## config.mk

```make
export PLATFORM = sky130hd
export DESIGN_NAME = dcache_lookup
export DESIGN_NICKNAME = d
export VERILOG_FILES = /design/src/dcache_pkg.sv /design/src/dcache_lookup.sv
export SDC_FILE = /design/constraint.sdc
export NUM_CORES = 1
export LEC_CHECK = 0
export BUFFER_PORTS_ARGS = -buffer_cell sky130_fd_sc_hd__buf_2
export CAP_MARGIN = 20
export CELL_PAD_IN_SITES_DETAIL_PLACEMENT = 1
export CELL_PAD_IN_SITES_GLOBAL_PLACEMENT = 1
export CORE_AREA = 4 4 194 196
export DETAILED_ROUTE_END_ITERATION = 8
export DIE_AREA = 0 0 198 200
export GPL_TIMING_DRIVEN = 0
export PLACE_DENSITY = 0.53
export SYNTH_ARGS = -nofsm -noshare
export SYNTH_HDL_FRONTEND = slang
export SYNTH_SLANG_ARGS = --single-unit
export TNS_END_PERCENT = 30
```

## constraint.sdc

```tcl
create_clock -name vclk -period 2
set_clock_uncertainty 0.1 [all_clocks]
set_input_delay 0.1 -clock vclk [all_inputs]
set_output_delay 0.1 -clock vclk [all_outputs]
set_load 0.05 [all_outputs]
```

## src/dcache_pkg.sv

```systemverilog
package dcache_pkg;

    // cache geometry
    localparam int NUM_SETS  = 256;
    localparam int NUM_BANKS = 4;   // 32-bit banks per line
    localparam int INDEX_W   = 8;
    localparam int TAG_W     = 20;
    localparam int OFFSET_W  = 4;

    localparam logic [7:0] LFSR_SEED = 8'h01;  // victim lfsr reset value

    typedef logic [INDEX_W-1:0]  index_t;
    typedef logic [TAG_W-1:0]    tag_t;
    typedef logic [OFFSET_W-1:0] offset_t;
    typedef logic [1:0]          bank_t;    // offset[3:2]
    typedef logic [31:0]         word_t;
    typedef logic [3:0]          strb_t;    // one bit per byte
    typedef logic [NUM_BANKS*32-1:0] line_t;  // bank 0 in the low word
    typedef logic [TAG_W+INDEX_W+OFFSET_W-1:0] addr_t;

    // main cache controller
    typedef enum logic [2:0] {
        IDLE,
        LOOKUP,
        MISS,
        REPLACE,
        REFILL
    } main_state_t;

    // store-hit write buffer
    typedef enum logic {
        WB_IDLE,
        WB_WRITE
    } wbuf_state_t;

endpackage

```

## src/dcache_lookup.sv

```systemverilog
`timescale 1ns/1ns

module dcache_lookup (
    input  dcache_pkg::tag_t  req_tag,
    input  dcache_pkg::bank_t req_bank,
    input  logic              victim_way,
    input  dcache_pkg::tag_t  way0_tag,
    input  dcache_pkg::tag_t  way1_tag,
    input  logic              way0_v,
    input  logic              way1_v,
    input  logic              way0_d,
    input  logic              way1_d,
    input  dcache_pkg::line_t way0_line,
    input  dcache_pkg::line_t way1_line,
    output logic              way0_hit,
    output logic              way1_hit,
    output logic              hit,
    output dcache_pkg::word_t hit_word,
    output dcache_pkg::line_t victim_line,
    output dcache_pkg::tag_t  victim_tag,
    output logic              victim_dirty
);

    dcache_pkg::word_t way0_word;
    dcache_pkg::word_t way1_word;

    // tag compare against the buffered request
    assign way0_hit = way0_v && (way0_tag == req_tag);
    assign way1_hit = way1_v && (way1_tag == req_tag);
    assign hit      = way0_hit || way1_hit;

    assign way0_word = way0_line[32*req_bank +: 32];
    assign way1_word = way1_line[32*req_bank +: 32];
    assign hit_word  = way1_hit ? way1_word : way0_word;  // only used on a hit

    // victim select
    assign victim_line = victim_way ? way1_line : way0_line;
    assign victim_tag  = victim_way ? way1_tag : way0_tag;

    // an invalid line never needs write-back, whatever its dirty bit says
    assign victim_dirty = victim_way ? (way1_v && way1_d) : (way0_v && way0_d);

endmodule

```

== Word level (Yosys, flattened, before mapping) ==
Cells that the tools add are included.
W data, S select, Z words.

* Equality and inequality tests: 2
* Shift operators: 2
* Mux-type cells: 4
* Reduce and logical (&&, ||, !) cells: 5

{| class="wikitable"
|+ Operators with widths
! operator !! count
|-
| $shiftx A128 B8 Y32 || 2
|-
| $mux W128 || 1
|-
| $eq A20 B20 Y1 || 2
|-
| $mux W32 || 1
|-
| $mux W20 || 1
|-
| $logic_and A1 B1 Y1 || 4
|-
| $logic_or A1 B1 Y1 || 1
|-
| $mux W1 || 1
|}

* Register bits after elaboration: 0

== Depth between registers and ports, before layout ==
* Depth after elaboration: 3
* Mapped depth: 10

== Least setup slack after synthesis ==
Ideal clock, no wire load.

* Path type: input-to-output
* Start: input req_tag[16]
* End: output hit_word[20]
* Arrival: 2713 ps
* Stages on the path: 8
* Required time: 1800 ps
* Slack: -913 ps
* Cell sequence: xor2_1 or4b_1 nand4bb_1 nor3_2 buf_4 buf_2 mux4_2 a2bb2oi_1

* Longest elaborated chain between the ends: 3

{| class="wikitable"
|+ RTL lines
! element !! line !! RTL
|-
| from (decl) || dcache_lookup.sv:4 || <nowiki>input dcache_pkg::tag_t req_tag,</nowiki>
|-
| $eq A20 B20 Y1 || dcache_lookup.sv:29 || <nowiki>assign way1_hit = way1_v && (way1_tag == req_tag);</nowiki>
|-
| $logic_and A1 B1 Y1 || dcache_lookup.sv:29 ||
|-
| net way1_hit || dcache_lookup.sv:16 || <nowiki>output logic way1_hit,</nowiki>
|-
| $mux W32 || dcache_lookup.sv:34 || <nowiki>assign hit_word = way1_hit ? way1_word : way0_word;</nowiki>
|-
| to (decl) || dcache_lookup.sv:18 || <nowiki>output dcache_pkg::word_t hit_word,</nowiki>
|}

The timed path passes the listed nets, and every way through them passes these cells.

== Worst setup path in the final report ==
* Start: input way1_tag[16]
* End: output hit_word[11]

* Longest elaborated chain between the ends: 3

{| class="wikitable"
|+ RTL lines
! element !! line !! RTL
|-
| from (decl) || dcache_lookup.sv:8 || <nowiki>input dcache_pkg::tag_t way1_tag,</nowiki>
|-
| $eq A20 B20 Y1 || dcache_lookup.sv:29 ||
|-
| $logic_and A1 B1 Y1 || dcache_lookup.sv:29 ||
|-
| $mux W32 || dcache_lookup.sv:34 ||
|}

Every way passes these cells.

==> impl_metrics.ini <==
[status]
status = finished with violations
failed_checks = negative setup slack

[pwr]
max-vdd-ir-drop_v = 0.000144
power_switching_uw = 2260
power_frac_seq_pct = 0
intPower_uw = 1290
sw_frac_of_total_pct = 63.6
p_total_uw = 3550
power_density_nw_per_um2 = 328
p_leak_uw = 0.00450
comb_power_share_pct = 100.0
clkPwrFrac_pct = 0

[critical_path]
worstPathRequired_ns = 1.80
path_class = input pin to output port
critical_path_arrival_ns = 2.58
slowest_delay_ns = 0.56
critPathMostFrequentCell = buf_8
cp-end-kind = output port
critPathSlowestCell = a2111oi_4
crit_chain = buf_8 -> xor2_4 -> or4b_1 -> nand4bb_4 -> nor3_4 -> buf_6 -> nor2_4 -> clkbuf_16 -> a2111oi_4 -> a21oi_4 -> buf_8
crit_fanout = 8
worstSetupStartpointType = input pin

[synthesis]
yosysMostFrequentCell = mux2_2
synth_top_area_share_pct = 34.0
postSynthNetCount = 886
seq_area_frac_synth_pct = 0
synth_area_um2 = 4890
yosysUniqueCellTypes = 43
synth_area_leaders = mux2_2, a221oi_1, nor3b_1, mux4_2, clkbuf_1
syn_inst = 563
syn_avg_cell_area_um2 = 8.69
synth_commonest_cells = mux2_2, clkbuf_1, a221oi_1, nor3b_1, nand2b_1
yosysWarnings = 0
yosysTopAreaCell = mux2_2

[grt]
grt_remaining_overflow = 0
antenna_found_initial = 1
grt_pass1_wl_um = 59200
grt_pass1_vias = 8470
grtUsageTotal_pct = 20.1
grt_max_degree = 11

[timing]
maxSlewViolCount = 0
period_minus_slack_ns = 2.78
fin_ws_ns = -0.783
worstMarginPinSlew_ns = 1.12
rsz0062_at_grt = true
period_share_pct = 139
clock.fmax_mhz = 359
hold_viol = 0
setup_viol = 34
setup-tns-final_ns = -20.99
maxSlewHeadroom_pct = 25.6

[placed_design]
dpl.hpwl_um = 36200
place.gp.congestion = 0.848
place_area_um2 = 9010
place.port_buffers = 504
place_ws_ns = -1.90

[route]
routed_wl_um = 43400
detail_route.wl_per_cell_um = 27.6
drtIter0Drc = 153
detail_route.first_pass.iterations = 4
post-route-drc-count = 0
final_antenna_net_count = 0
viasPerCell = 4.76
vias = 7494

[floorplan]
core_um2 = 36100
die_w_um = 198
dieArea_um2 = 39600
io_pins = 507
rows = 70
die_h_um = 200
initial_utilization_pct = 13.6

[min_path]
hp-class = input pin to output port

[final_layout]
design_area_um2 = 10800
area.sequential_um2 = 0
syn2layout_area_growth_pct = 121
num-nets-final = 1430
layout-drive-gt1-share_pct = 80.5
flops_and_latches = 0
nClkBuffers = 0
fill_cells = 4247

[flow_run]
maxCapViolCount = 0
==> cell usage in the layout (no fill, tap or decap), types with 17 or more instances in the layout <==
master / synthesis / final
mux2_2: 148 / 148
nor3b_1: 47 / 44
buf_4: 1 / 21
clkbuf_2: 0 / 20
buf_8: 0 / 33
buf_2: 10 / 467
clkbuf_1: 53 / 24
nand2_1: 17 / 17
buf_6: 1 / 20
a221oi_2: 0 / 18
nand2b_1: 22 / 22
and4b_1: 17 / 17
a221oi_4: 0 / 26
==> worst max-delay path, delay by kind of cell <==
kind	cells	cell delay, ns
AO/OA/AOI/OAI	2	0.63
AND/OR/NAND/NOR	4	1.02
buffers and inverters	4	0.63
XOR/XNOR	1	0.18
==> cells by family (layout without fill, tap and decap cells) <==
kind of cell / Yosys count / in the layout / share of synthesized area (%)
other: 0 / 1 / 0
multiplexers: 180 / 180 / 44.4
AND/OR/NAND/NOR: 158 / 158 / 23.0
buffers and inverters: 73 / 615 / 6.42
AO/OA/AOI/OAI: 120 / 120 / 20.4
XOR/XNOR: 32 / 32 / 5.73
==> power by group through the flow <==
stage | logic, µW | clock network [µW] | registers, µW
final | 3550 | 0.0000671 | 0
after global routing | 3710 | 0.0000671 | 0
after CTS | 3520 | 0 | 0
after detailed placement | 3180 | 0 | 0
after global placement | 3140 | 0 | 0
after floorplan | 2080 | 0 | 0
==> layer usage <==
| layer | global-route usage [%] | wire [µm] |
|---|---|---|
| met2 | 38.4 | 22900 |
| met3 | 3.21 | 2460 |
| met4 | 1.68 | 316 |
| met1 | 24.7 | 17800 |
| met5 | 0 | 0 |
==> repair_timing <==
| action | in CTS | in global routing |
|---|---|---|
| cloned | 6 | 2 |
| setup buffers | 13 | 13 |
| endpoints found under the setup margin | 141 | 44 |
| hold buffers | 0 | 0 |
| pin swaps | 52 | 45 |
| resized for setup | 245 | 51 |
| hold endpoints to repair | 0 | 0 |
==> worst paths after layout <==
check	from	to	slack [ns]	cells after the start
setup / recovery	way1_tag[16]	hit_word[11]	-0.78	11
hold / removal	way0_d	victim_dirty	0.53	4
==> layout make-up <==
type / count / area (µm²) / share of cell area, %
diodes: 1 / 2.50 / 0.0231
plain buffers: 63 / 468 / 4.33
inverters: 7 / 26.3 / 0.243
multi-input cells: 490 / 6280 / 58.1
well taps: 468 / 586 / 5.42
repair buffers: 545 / 3440 / 31.9
==> metrics by stage <==
| stage | hold slack (ns) | utilization [%] | cells |
|---|---|---|---|
| finish | 0.535 | 30.0 | 1574 |
| floorplan | 0.285 | - | 563 |
| CTS | 0.544 | 29.2 | 1561 |
| detailed placement | 0.539 | 25.0 | 1542 |
| global route | 0.569 | 30.0 | 1574 |
| global placement | 0.540 | 24.7 | 1535 |
No activity file was read; power rests on OpenSTA's default activity.
