[src/dcache_pkg.sv]
package dcache_pkg;

    // cache geometry
    localparam int NUM_SETS  = 256;
    localparam int NUM_BANKS = 4;   // 32-bit banks per line
    localparam int INDEX_W   = 8;
    localparam int TAG_W     = 20;
    localparam int OFFSET_W  = 4;

    localparam logic [7:0] LFSR_SEED = 8'h01;  // victim lfsr reset value

    typedef logic [INDEX_W-1:0]  index_t;
    typedef logic [TAG_W-1:0]    tag_t;
    typedef logic [OFFSET_W-1:0] offset_t;
    typedef logic [1:0]          bank_t;    // offset[3:2]
    typedef logic [31:0]         word_t;
    typedef logic [3:0]          strb_t;    // one bit per byte
    typedef logic [NUM_BANKS*32-1:0] line_t;  // bank 0 in the low word
    typedef logic [TAG_W+INDEX_W+OFFSET_W-1:0] addr_t;

    // main cache controller
    typedef enum logic [2:0] {
        IDLE,
        LOOKUP,
        MISS,
        REPLACE,
        REFILL
    } main_state_t;

    // store-hit write buffer
    typedef enum logic {
        WB_IDLE,
        WB_WRITE
    } wbuf_state_t;

endpackage

[src/dcache_ctrl.sv]
`timescale 1ns/1ns

module dcache_ctrl (
    input  logic                clk,
    input  logic                resetn,
    // cpu
    input  logic                valid,
    input  logic                op,
    input  dcache_pkg::index_t  index,
    input  dcache_pkg::tag_t    tag,
    input  dcache_pkg::offset_t offset,
    input  dcache_pkg::strb_t   wstrb,
    input  dcache_pkg::word_t   wdata,
    output logic                addr_ok,
    output logic                data_ok,
    output dcache_pkg::word_t   rdata,
    // memory
    output logic                rd_req,
    output dcache_pkg::addr_t   rd_addr,
    input  logic                rd_rdy,
    input  logic                ret_valid,
    input  logic                ret_last,
    input  dcache_pkg::word_t   ret_data,
    output logic                wr_req,
    output dcache_pkg::addr_t   wr_addr,
    output dcache_pkg::line_t   wr_data,
    input  logic                wr_rdy,
    // from lookup
    input  logic                way0_hit,
    input  logic                way1_hit,
    input  logic                hit,
    input  dcache_pkg::word_t   hit_word,
    input  dcache_pkg::line_t   victim_line,
    input  dcache_pkg::tag_t    victim_tag,
    input  logic                victim_dirty,
    // to lookup
    output dcache_pkg::tag_t    req_tag,
    output dcache_pkg::bank_t   req_bank,
    output logic                victim_way,
    // arrays
    output dcache_pkg::index_t  meta_index,
    output logic                way0_tagv_wen,
    output logic                way1_tagv_wen,
    output logic                way0_d_wen,
    output logic                way1_d_wen,
    output logic                d_wdata,
    output dcache_pkg::index_t  d_index,
    output dcache_pkg::index_t [dcache_pkg::NUM_BANKS-1:0] way0_bank_index,
    output dcache_pkg::index_t [dcache_pkg::NUM_BANKS-1:0] way1_bank_index,
    output dcache_pkg::strb_t  [dcache_pkg::NUM_BANKS-1:0] way0_bank_wen,
    output dcache_pkg::strb_t  [dcache_pkg::NUM_BANKS-1:0] way1_bank_wen,
    output dcache_pkg::word_t   bank_wdata
);

    dcache_pkg::main_state_t main_state;
    dcache_pkg::main_state_t main_next;
    dcache_pkg::wbuf_state_t wbuf_state;
    dcache_pkg::wbuf_state_t wbuf_next;

    // request buffer
    logic               req_op;
    dcache_pkg::index_t req_index;
    dcache_pkg::strb_t  req_wstrb;
    dcache_pkg::word_t  req_wdata;

    // write buffer
    dcache_pkg::index_t w_index;
    logic               w_way;
    dcache_pkg::bank_t  w_bank;
    dcache_pkg::strb_t  w_wstrb;
    dcache_pkg::word_t  w_wdata;

    dcache_pkg::bank_t  refill_cnt;
    logic [7:0]         lfsr;
    logic               first_replace;

    dcache_pkg::bank_t  cpu_bank;
    dcache_pkg::index_t rd_index;
    dcache_pkg::word_t  store_mask;
    dcache_pkg::word_t  refill_word;
    logic               in_lookup;
    logic               wb_write;
    logic               conflict;
    logic               accept;
    logic               store_hit;
    logic               refill_beat;
    logic               refill_done;
    logic               req_beat;

    assign cpu_bank  = offset[3:2];
    assign in_lookup = main_state == dcache_pkg::LOOKUP;
    assign wb_write  = wbuf_state == dcache_pkg::WB_WRITE;

    // a read may not pass a pending store to the same bank
    assign conflict = !op
        && ((in_lookup && req_op && {tag, index, cpu_bank} == {req_tag, req_index, req_bank})
            || (wb_write && cpu_bank == w_bank));

    assign addr_ok   = (main_state == dcache_pkg::IDLE || (in_lookup && hit)) && !conflict;
    assign accept    = valid && addr_ok;
    assign store_hit = in_lookup && req_op && hit;

    assign refill_beat = main_state == dcache_pkg::REFILL && ret_valid;
    assign refill_done = refill_beat && ret_last;
    assign req_beat    = refill_beat && refill_cnt == req_bank;

    assign data_ok = (in_lookup && (hit || req_op)) || (req_beat && !req_op);
    assign rdata   = in_lookup ? hit_word : ret_data;

    always_ff @(posedge clk) begin
        if (!resetn) begin
            main_state <= dcache_pkg::IDLE;
            wbuf_state <= dcache_pkg::WB_IDLE;
        end else begin
            main_state <= main_next;
            wbuf_state <= wbuf_next;
        end
    end

    always_comb begin
        main_next = main_state;
        case (main_state)
            dcache_pkg::IDLE: begin
                if (accept) begin
                    main_next = dcache_pkg::LOOKUP;
                end
            end
            dcache_pkg::LOOKUP: begin
                if (!hit) begin
                    main_next = dcache_pkg::MISS;
                end else if (!accept) begin
                    main_next = dcache_pkg::IDLE;
                end
            end
            dcache_pkg::MISS: begin
                if (wr_rdy) begin
                    main_next = dcache_pkg::REPLACE;
                end
            end
            dcache_pkg::REPLACE: begin
                if (rd_rdy) begin
                    main_next = dcache_pkg::REFILL;
                end
            end
            dcache_pkg::REFILL: begin
                if (refill_done) begin
                    main_next = dcache_pkg::IDLE;
                end
            end
            default: main_next = dcache_pkg::IDLE;
        endcase
    end

    // one store per cycle at most, so the buffer never holds two
    assign wbuf_next = store_hit ? dcache_pkg::WB_WRITE : dcache_pkg::WB_IDLE;

    always_ff @(posedge clk) begin
        if (accept) begin
            req_op    <= op;
            req_index <= index;
            req_tag   <= tag;
            req_bank  <= cpu_bank;
            req_wstrb <= wstrb;
            req_wdata <= wdata;
        end
    end

    always_ff @(posedge clk) begin
        if (store_hit) begin
            w_index <= req_index;
            w_way   <= {way1_hit, way0_hit} == 2'b10;
            w_bank  <= req_bank;
            w_wstrb <= req_wstrb;
            w_wdata <= req_wdata;
        end
    end

    always_ff @(posedge clk) begin
        if (!resetn) begin
            refill_cnt <= '0;
        end else if (refill_beat) begin
            refill_cnt <= ret_last ? 2'd0 : refill_cnt + 2'd1;
        end
    end

    always_ff @(posedge clk) begin
        if (!resetn) begin
            lfsr <= dcache_pkg::LFSR_SEED;
        end else if (refill_done) begin
            lfsr <= {lfsr[6:0], lfsr[7] ^ lfsr[5] ^ lfsr[4] ^ lfsr[3]};
        end
    end

    assign victim_way = lfsr[0];

    always_ff @(posedge clk) begin
        if (!resetn) begin
            first_replace <= 1'b0;
        end else begin
            first_replace <= main_state == dcache_pkg::MISS && main_next == dcache_pkg::REPLACE;
        end
    end

    // memory side, whole lines only
    assign rd_req  = main_state == dcache_pkg::REPLACE;
    assign rd_addr = {req_tag, req_index, {dcache_pkg::OFFSET_W{1'b0}}};
    assign wr_req  = first_replace && victim_dirty;
    assign wr_addr = {victim_tag, req_index, {dcache_pkg::OFFSET_W{1'b0}}};
    assign wr_data = victim_line;

    assign rd_index   = (main_state == dcache_pkg::IDLE || in_lookup) ? index : req_index;
    assign meta_index = rd_index;

    assign way0_tagv_wen = refill_done && !victim_way;
    assign way1_tagv_wen = refill_done && victim_way;

    // store hit sets dirty, refill leaves it dirty only for a write miss
    assign d_index    = wb_write ? w_index : req_index;
    assign d_wdata    = wb_write || req_op;
    assign way0_d_wen = (wb_write && !w_way) || (refill_done && !victim_way);
    assign way1_d_wen = (wb_write && w_way) || (refill_done && victim_way);

    assign store_mask = {{8{req_wstrb[3]}}, {8{req_wstrb[2]}}, {8{req_wstrb[1]}}, {8{req_wstrb[0]}}};
    assign refill_word = (req_op && refill_cnt == req_bank)
        ? ((req_wdata & store_mask) | (ret_data & ~store_mask))  // write miss merge
        : ret_data;
    assign bank_wdata = wb_write ? w_wdata : refill_word;

    always_comb begin
        for (int b = 0; b < dcache_pkg::NUM_BANKS; b++) begin
            way0_bank_index[b] = rd_index;
            way1_bank_index[b] = rd_index;
            way0_bank_wen[b]   = '0;
            way1_bank_wen[b]   = '0;
            if (wb_write && w_bank == b) begin
                if (w_way) begin
                    way1_bank_index[b] = w_index;
                    way1_bank_wen[b]   = w_wstrb;
                end else begin
                    way0_bank_index[b] = w_index;
                    way0_bank_wen[b]   = w_wstrb;
                end
            end else if (refill_beat && refill_cnt == b) begin
                if (victim_way) begin
                    way1_bank_wen[b] = '1;
                end else begin
                    way0_bank_wen[b] = '1;
                end
            end
        end
    end

endmodule

[config.mk]
export PLATFORM = sky130hd
export DESIGN_NAME = dcache_ctrl
export DESIGN_NICKNAME = d
export VERILOG_FILES = /design/src/dcache_pkg.sv /design/src/dcache_ctrl.sv
export SDC_FILE = /design/constraint.sdc
export NUM_CORES = 1
export LEC_CHECK = 0
export BUFFER_PORTS_ARGS = -buffer_cell sky130_fd_sc_hd__buf_2
export CAP_MARGIN = 20
export CORE_AREA = 2 2 272 274
export CTS_CLUSTER_DIAMETER = 150
export DETAILED_ROUTE_END_ITERATION = 8
export DIE_AREA = 0 0 274 276
export GPL_ROUTABILITY_DRIVEN = 0
export GPL_TIMING_DRIVEN = 0
export SETUP_SLACK_MARGIN = 0.05
export SLEW_MARGIN = 20
export SYNTH_ARGS = -nofsm -noshare
export SYNTH_HDL_FRONTEND = slang
export SYNTH_SLANG_ARGS = --single-unit
[constraint.sdc]
create_clock -name clk -period 6 [get_ports clk]
set_input_delay 0.6 -clock clk [delete_from_list [all_inputs] [get_ports clk]]
set_output_delay 0.6 -clock clk [all_outputs]
set_load 0.02 [all_outputs]
* Word level (Yosys, flattened, before mapping)
Index checks and enable logic that the tools add are counted.
** Storage, ports and cells
- Memories kept :: 0
- Output and inout bits :: 400
- RAM bits :: 0
- Memory bits (read-only) :: 0
- Word-level logic and storage cells :: 127
- Flip-flop bits (word level) :: 129
- Input bits :: 292
- Bits in latches :: 0
** Operators by class
- Multiplexer cells :: 44
- Eq/ne operators :: 15
- Div/mod/pow operators :: 0
- Bitwise operators :: 7
- Multiply operators :: 0
- $lt $le $gt $ge :: 0
- Reductions and logical operators :: 44
- Shift operators :: 0
- $add $sub $neg :: 1
** Operator list (count)
- 32-bit 2-to-1 mux :: 3
- 8-bit 2-to-1 mux :: 12
- 4-bit 2-to-1 mux :: 20
- 32-bit bitwise AND :: 2
- 32-bit inverter :: 1
- 32-bit OR :: 1
- 30-bit == test :: 1
- 1-bit logical AND :: 28
- 3-bit 2-to-1 mux :: 6
- 3-bit case mux with 5 select lines :: 1
- 2-bit == test (second input constant) :: 5
- 3-bit by 2-bit == test with 1-bit output (second input constant) :: 3
- 1-bit logical OR :: 8
- 1-bit zero test :: 5
- 2-bit by 1-bit == test with 1-bit output (second input constant) :: 2
- 2-bit == test :: 2
- 2-bit zero test :: 2
- 3-bit by 1-bit == test with 1-bit output (second input constant) :: 1
- 3-bit == test (second input constant) :: 1
- 3-bit zero test :: 1
- 1-bit XOR :: 3
- 2-bit by 1-bit adder with 2-bit output (second input constant) :: 1
- 2-bit 2-to-1 mux :: 1
- 1-bit 2-to-1 mux :: 1

* Depth between registers and ports, before layout
Gate-level depths: netlist of the first run.
- Word-level depth :: 13
- Depth in mapped cells :: 8
- Mapped depth without buffers :: 5

* Worst setup path after synthesis of the first run
OpenSTA, ideal clock, no wires.
- Kind :: input port to flip-flop
- Start :: input port tag[1]
- End :: register req_bank[0] (enable)
- Path slack :: 1.130 ns
- Required time :: 5.486 ns
- Stages :: 5
- Buffers on the path :: 0
- Setup time :: 0.514 ns
- Arrival time :: 4.355 ns
- Cells stage by stage :: xnor2_1 and4_1 nand4_1 o21ai_1 a21oi_1
** Between the ends
- Word-level cells in the longest chain between the ends :: 7
** Ends and longest elaborated chain
- from (decl) :: line dcache_ctrl.sv:10 : input dcache_pkg::tag_t tag,
- 30-bit == test :: line dcache_ctrl.sv:96 : && ((in_lookup && req_op && {tag, index, cpu_bank} == {req_tag, req_index, req_bank})
- 1-bit logical AND :: line dcache_ctrl.sv:96
- 1-bit logical OR :: line dcache_ctrl.sv:97 : || (wb_write && cpu_bank == w_bank));
- 1-bit logical AND :: line dcache_ctrl.sv:96
- 1-bit zero test :: line dcache_ctrl.sv:99 : assign addr_ok = (main_state == dcache_pkg::IDLE || (in_lookup && hit)) && !conflict;
- 1-bit logical AND :: line dcache_ctrl.sv:99
- 1-bit logical AND :: line dcache_ctrl.sv:100 : assign accept = valid && addr_ok;
- named net accept :: line dcache_ctrl.sv:84 : logic accept;
- to (signal assigned) :: line dcache_ctrl.sv:162 : req_bank <= cpu_bank;
- to (decl) :: line dcache_ctrl.sv:38 : output dcache_pkg::bank_t req_bank,
The timed path passes the listed nets, and every way through them passes these cells.
A chain may end at the register's enable or synchronous reset.

==> metrics.csv, run 1 <==
stage;metric;value;unit
clock_tree;clkSlewWorstSetupHoldPaths;0.07;ns
clock_tree;clk_path_buf_depth;2;
worst_setup_path;worstSetupPathType;reg2out;
power;irDropWorstVdd;0.192;mV
worst_setup_path;slowest_delay;0.75;ns
cells_and_area;final_cells;2378;
worst_setup_path;reg2reg_from;req_tag[10];
worst_hold_path;hold_start;wdata[22];
logic_synthesis;synth.ff_latch_count;129;
clock_tree;cts_resized;0;
logic_synthesis;ys.flop_type;edfxtp_1;
worst_hold_path;min_path_type;in2reg;
worst_setup_path;r2r-end;req_wstrb[3];
global_route;grt_max_degree;42;
floorplan;coreArea;72600;um^2
placement;hpwl;45200;um
cells_and_area;drive_gt1_share;58.3;%
worst_setup_path;ff2ff_setup_slack;2.91;ns
worst_setup_path;critPathMaxFanout;10;
placement;io_buffers;533;
worst_setup_path;r2r_cells;8;
timing;fin_crit;3.71;ns
routing;drcViolationCount;0;
placement;post_dp_cell_area;12400;um^2
routing;first_pass_iters;6;
timing;rsz0062_at_grt;false;
global_route;antenna_found_initial;9;
clock_tree;cts_root_buffer;clkbuf_16;
clock_tree;insertion_delay;0.46;ns
clock_tree;cts_tree;built;
logic_synthesis;syn_inst;831;
logic_synthesis;ys_async_sr_fraction;0;%
worst_setup_path;path_delay_family;buffers and inverters;
worst_hold_path;min_path_cells;1;
cells_and_area;fillers;8104;
worst_setup_path;crit_buf_inv;2;
cells_and_area;nets;1692;
worst_setup_path;start_kind;flip-flop;
timing;finalSetupViolCount;0;
floorplan;row_count;99;
cells_and_area;syn_to_final_growth;56.4;%
timing;finalHoldViolations;0;
logic_synthesis;yosysSeqAreaShare;44.7;%
logic_synthesis;syn_area_per_cell;10.0;um^2
logic_synthesis;yosys_warnings;0;
clock_tree;cts.htree.levels;4;
global_route;gr-total-overflow;0;
routing;ant_nets;0;
routing;vias;8193;
clock_tree;numCtsBuffers;17;
worst_setup_path;slowest_stage;clkbuf_1;
timing;tns;0;ns
routing;avgViaCountPerCell;3.45;
global_route;grt_pass1_vias;7851;
worst_setup_path;cp_data_arrival_time;3.11;ns
clock_tree;cts.sinks;129;
routing;drt_iter0_markers;402;
placement;placed_cells;2336;
floorplan;start_util;11.5;%
logic_synthesis;synth_edf_count;114;
clock_tree;cts_setup_buffers;0;
clock_tree;cts_hold_buf;0;
timing;worst_pin_slew;0.988;ns
cells_and_area;final_area;13000;um^2
routing;routed_wirelength;52500;um
floorplan;die_height;276;um
worst_setup_path;worstPathCellList;nand3b_1, clkbuf_1, nand3_1, o21ai_0, buf_2;
job;drv_cap;0;
timing;slew_headroom;32.3;%
timing;skew;0.0130;ns
timing;drv_slew;0;
power;p_leak;6.13;nW
routing;wire_per_inst;22.1;um
worst_setup_path;end_kind;output pin;
logic_synthesis;synthDistinctLibCells;45;
floorplan;ios;692;
global_route;grt_first_pass_wirelength;67000;um
logic_synthesis;syn_area;8330;um^2
floorplan;die_area;75600;um^2
timing;max_freq;0.270;GHz
floorplan;die_width;274;um
global_route;grt_util_all_layers;13.2;%
worst_hold_path;hold_end;req_wdata[22];
run_status;status;finished, final reports clean;
timing;finalCritPeriodShare;61.8;%
power;power_density;240;nW/um^2
worst_setup_path;crit_required;5.40;ns
==> cells in the mapped netlist (4+ instances only) <==
library cell / instances / share of area [%]
a21oi_1: 72 / 4.3
edfxtp_1: 114 / 41
nand2b_1: 5 / 0.38
nand2_1: 46 / 2.1
buf_2: 6 / 0.36
dfxtp_1: 15 / 3.6
buf_4: 187 / 17
mux2_2: 40 / 5.4
nand2_8: 4 / 0.96
or2_2: 4 / 0.30
and3_1: 4 / 0.30
clkbuf_1: 23 / 1.0
o21ai_1: 10 / 0.60
nor4_1: 7 / 0.53
mux2i_1: 45 / 5.4
buf_1: 8 / 0.36
nand3_1: 18 / 1.1
nor2_1: 75 / 3.4
ha_1: 4 / 0.60
o21ai_0: 58 / 3.5
inv_1: 19 / 0.86
xnor2_1: 9 / 0.95
xor2_1: 28 / 2.9
==> routing by layer <==
| layer | wire length, um | GRT usage, % | share of wire, % | up-vias |
|---|---|---|---|---|
| li1 | - | - | - | 3824 |
| met1 | 20500 | 14.8 | 39 | 3815 |
| met2 | 25900 | 23.3 | 49 | 484 |
| met3 | 4010 | 3.40 | 7.6 | 66 |
| met4 | 2130 | 5.94 | 4.1 | 4 |
| met5 | 26 | 0 | 0.049 | - |
==> cells in the final DEF (no fill, tap or decap), drive strengths merged, types with 5 or more instances in the layout <==
cell,instances
nand2,51
clkbuf,46
mux2,40
conb,8
diode,10
nand3,19
nor4,7
mux2i,45
clkinv,6
nand2b,5
xnor2,9
edfxtp,114
o21ai,68
inv,22
or2,5
dfxtp,15
buf,743
xor2,28
a21oi,72
nor2,76
==> metrics by stage <==
stage	worst slack (ns)	total power [mW]	hold slack [ns]	util [%]
global route	2.19	3.26	0.279	17.9
detailed placement	2.53	2.04	0.435	17.1
floorplan	1.13	1.65	0.426	-
CTS	2.23	3.20	0.251	17.9
finish	2.29	3.12	0.312	17.9
global placement	-2.34	2.02	0.428	16.8
==> sequential cells by signal (all words and copies together), names as in the netlist, 2 cells and up <==
| name | count |
|---|---|
| req_wdata | 32 |
| req_tag | 20 |
| lfsr | 8 |
| req_index | 8 |
| w_bank | 2 |
| refill_cnt | 2 |
| w_index | 8 |
| req_bank | 2 |
| w_wdata | 32 |
| main_state | 3 |
| w_wstrb | 4 |
| req_wstrb | 4 |
==> layout make-up <==
class	instances	area [um^2]	area share, %
diodes	10	25.0	0.192
plain buffers	228	1590	12.2
clock buffers	22	497	3.81
clock inverters	10	96.3	0.740
inverters	19	71.3	0.548
multi-input cells	462	2990	22.9
flip-flops and latches	129	3720	28.6
well taps	959	1200	9.21
repair buffers	539	2830	21.8
==> where the power goes <==
| group | switching (mW) | internal [mW] | total (mW) |
|---|---|---|---|
| combinational | 0.565 | 0.352 | 0.917 |
| sequential | 0.0483 | 1.05 | 1.09 |
| clock | 0.477 | 0.634 | 1.11 |
==> worst max-delay path by stage <==
| stage | startpoint | endpoint | cells after the start |
|---|---|---|---|
| after detailed placement | tag[18] | req_wstrb[3] | 9 |
| after CTS | req_index[7] | addr_ok | 6 |
| final | w_bank[0] | way1_bank_wen[9] | 5 |
| after global routing | req_index[7] | addr_ok | 6 |
| after floorplan | tag[1] | req_bank[0] | 5 |
| after global placement | tag[18] | req_wstrb[3] | 6 |
==> cell families (layout without fill, tap and decap cells) <==
| kind of cell | count (synthesis) | after routing | synth area share [%] |
|---|---|---|---|
| AO/OA/AOI/OAI | 146 | 146 | 9.00 |
| XOR/XNOR | 37 | 37 | 3.89 |
| adder cells (fa/ha/maj) | 4 | 4 | 0.601 |
| buffers and inverters | 247 | 818 | 20.0 |
| flip-flops | 129 | 129 | 44.7 |
| multiplexers | 85 | 85 | 10.8 |
| other | 1 | 18 | 0.0450 |
| AND/OR/NAND/NOR | 182 | 182 | 11.0 |
(Power assumes the default switching activity.)
==> run 2, diff against run 1 <==
==> constraint.sdc (replaced) <==
create_clock -name clk -period 3.51 [get_ports clk]
set_input_delay 0.351 -clock clk [delete_from_list [all_inputs] [get_ports clk]]
set_output_delay 0.351 -clock clk [all_outputs]
set_load 0.02 [all_outputs]
==> run 2 against run 1 <==
  * Cell count decreased by 0.17%
  * Non-clock buffer count increased by 2
  * Die area unchanged
  * Combinational power increased by 72%
  * First-iteration DRC count decreased by 10%
  * Critical endpoint is now addr_ok
  * Largest cell class unchanged
==> metrics.csv, run 2 (synthesis results as in run 1) <==
stage;metric;value;unit
run_status;status;finished, final reports clean;
clock_tree;insertion_delay;0.48;ns
floorplan;die_width;274;um
worst_setup_path;crit_required;3.16;ns
power;p_leak;6.10;nW
worst_setup_path;reg2reg_from;req_index[7];
routing;avgViaCountPerCell;3.47;
timing;setup_ws;0.123;ns
routing;first_pass_iters;5;
power;internal-power;3.37;mW
timing;fin_crit;3.39;ns
worst_setup_path;cp_data_arrival_time;3.04;ns
worst_setup_path;r2r-end;req_wdata[22];
routing;vias;8243;
power;power_switching;1.88;mW
floorplan;start_util;11.5;%
worst_setup_path;start_kind;flip-flop;
routing;routed_wirelength;52900;um
clock_tree;cts.htree.levels;4;
clock_tree;clk_path_buf_depth;2;
power;switching_share;35.8;%
global_route;grt_max_degree;32;
global_route;grt_util_all_layers;13.4;%
cells_and_area;final_common_cell;buf_2;
cells_and_area;final_cell_mix;buf_2 (539), buf_4 (189), edfxtp_1 (114);
worst_setup_path;ff2ff_setup_slack;0.40;ns
floorplan;ios;692;
global_route;antenna_found_initial;15;
worst_setup_path;critPathMaxFanout;6;
clock_tree;cts_tree;built;
power;power_density;405;nW/um^2
global_route;grt_pass1_vias;8035;
floorplan;row_count;99;
power;power_frac_clock;34.3;%
worst_hold_path;min_path_type;in2reg;
worst_setup_path;worstSetupPathType;reg2out;
placement;pre_cts_ws;-0.133;ns
cells_and_area;drive_gt1_share;58.3;%
floorplan;coreArea;72600;um^2
power;pwr-share-comb;30.1;%
placement;placed_cells;2335;
cells_and_area;fillers;8203;
clock_tree;numCtsBuffers;17;
global_route;grt_first_pass_wirelength;67900;um
clock_tree;cts_hold_buf;0;
cells_and_area;top_regs;req_wdata: 32 flops, w_wdata: 32 flops, req_tag: 20 flops;
clock_tree;cts_root_buffer;clkbuf_16;
placement;hpwl;45400;um
timing;slew_headroom;29.2;%
worst_hold_path;min_path_cells;1;
clock_tree;clkSlewWorstSetupHoldPaths;0.08;ns
worst_hold_path;hold_end;req_wstrb[3];
timing;rsz0062_at_grt;false;
timing;max_freq;0.295;GHz
timing;finalHoldViolations;0;
global_route;gr-total-overflow;0;
power;seqPwrFrac;35.6;%
routing;wire_per_inst;22.3;um
placement;io_buffers;533;
timing;worst_pin_slew;1.03;ns
timing;drv_slew;0;
power;irDropWorstVdd;0.263;mV
routing;drcViolationCount;0;
cells_and_area;nets;1694;
floorplan;die_height;276;um
cells_and_area;final_cells;2374;
routing;drt_iter0_markers;361;
floorplan;die_area;75600;um^2
job;drv_cap;0;
worst_hold_path;hold_start;wstrb[3];
clock_tree;cts.sinks;129;
timing;skew;0.0298;ns
cells_and_area;syn_to_final_growth;55.7;%
timing;finalSetupViolCount;0;
timing;finalCritPeriodShare;96.5;%
worst_setup_path;r2r_cells;7;
worst_setup_path;end_kind;output pin;
routing;ant_nets;0;
-- run 2: cell count changes in the layout (fill, tap and decap cells not counted), moves of 2 or more --
| cell | change |
|---|---|
| clkinv_4 | -3 |
| inv_6 | +2 |
| inv_4 | -2 |
| clkinvlp_4 | +4 |
| buf_4 | +2 |
| buf_12 | +2 |
| clkbuf_16 | -2 |
| diode_2 | -6 |
| buf_16 | -2 |
-- run 2: worst max path at each step --
| stage | cells past startpoint | start | end | slack [ns] |
|---|---|---|---|---|
| floorplan | 5 | req_tag[1] | req_bank[0] | 0.18 |
| global placement | 6 | tag[5] | req_index[5] | -2.19 |
| detailed placement | 7 | req_index[1] | req_wstrb[0] | -0.13 |
| CTS | 7 | w_way | way0_bank_index[29] | 0.17 |
| global route | 5 | w_way | way1_bank_index[25] | 0.08 |
| finish | 6 | req_index[7] | addr_ok | 0.12 |
-- run 2: cell type report --
cell class	count	area [um^2]	share of cell area [%]
Clock buffer	20	437	3.37
Antenna cell	4	10.0	0.0772
Timing Repair Buffer	541	2830	21.8
Clock inverter	12	109	0.839
Tap cell	959	1200	9.25
Multi-Input combinational cell	462	2990	23.1
Buffer	228	1590	12.3
Inverter	19	71.3	0.550
Sequential cell	129	3720	28.7
-- run 2: power groups by stage --
| stage | clock network, mW | logic, mW | registers, mW |
|---|---|---|---|
| floorplan | 0 | 0.898 | 1.91 |
| global placement | 0 | 1.54 | 1.91 |
| detailed placement | 0 | 1.59 | 1.90 |
| CTS | 1.89 | 1.60 | 1.87 |
| global route | 1.91 | 1.67 | 1.88 |
| finish | 1.80 | 1.58 | 1.87 |
-- run 2: per-stage QoR --
step | power [mW] | util, % | hold WS [ns] | setup TNS [ns] | instance area (um^2)
floorplan | 2.81 | - | 0.426 | 0 | 8360
global placement | 3.45 | 16.8 | 0.427 | -168.11 | 12200
detailed placement | 3.49 | 17.0 | 0.431 | -2.35 | 12400
CTS | 5.36 | 17.9 | 0.00184 | 0 | 13000
global route | 5.47 | 17.9 | 0.00913 | 0 | 13000
finish | 5.25 | 17.9 | 0.0407 | 0 | 13000
-- run 2: repair_timing --
item / CTS / global route
resized for setup: 1 / 2
setup buffers: 3 / 0
endpoints found under the setup margin: 65 / 1
pin swaps: 1 / 0
-- run 2: per-layer routing --
layer | global-route usage [%] | share of wire, %
met1 | 13.9 | 37
met4 | 5.71 | 3.5
met5 | 0 | 0.043
met3 | 4.00 | 7.5
met2 | 24.8 | 52
-- run 2: critical path: stages, from the launching register on --
cell	delay, ns
edfxtp_1	0.50
xor2_1	0.24
nor4_1	0.62
nand4_1	0.50
o21ai_1	0.41
a21oi_1	0.11
buf_2	0.18
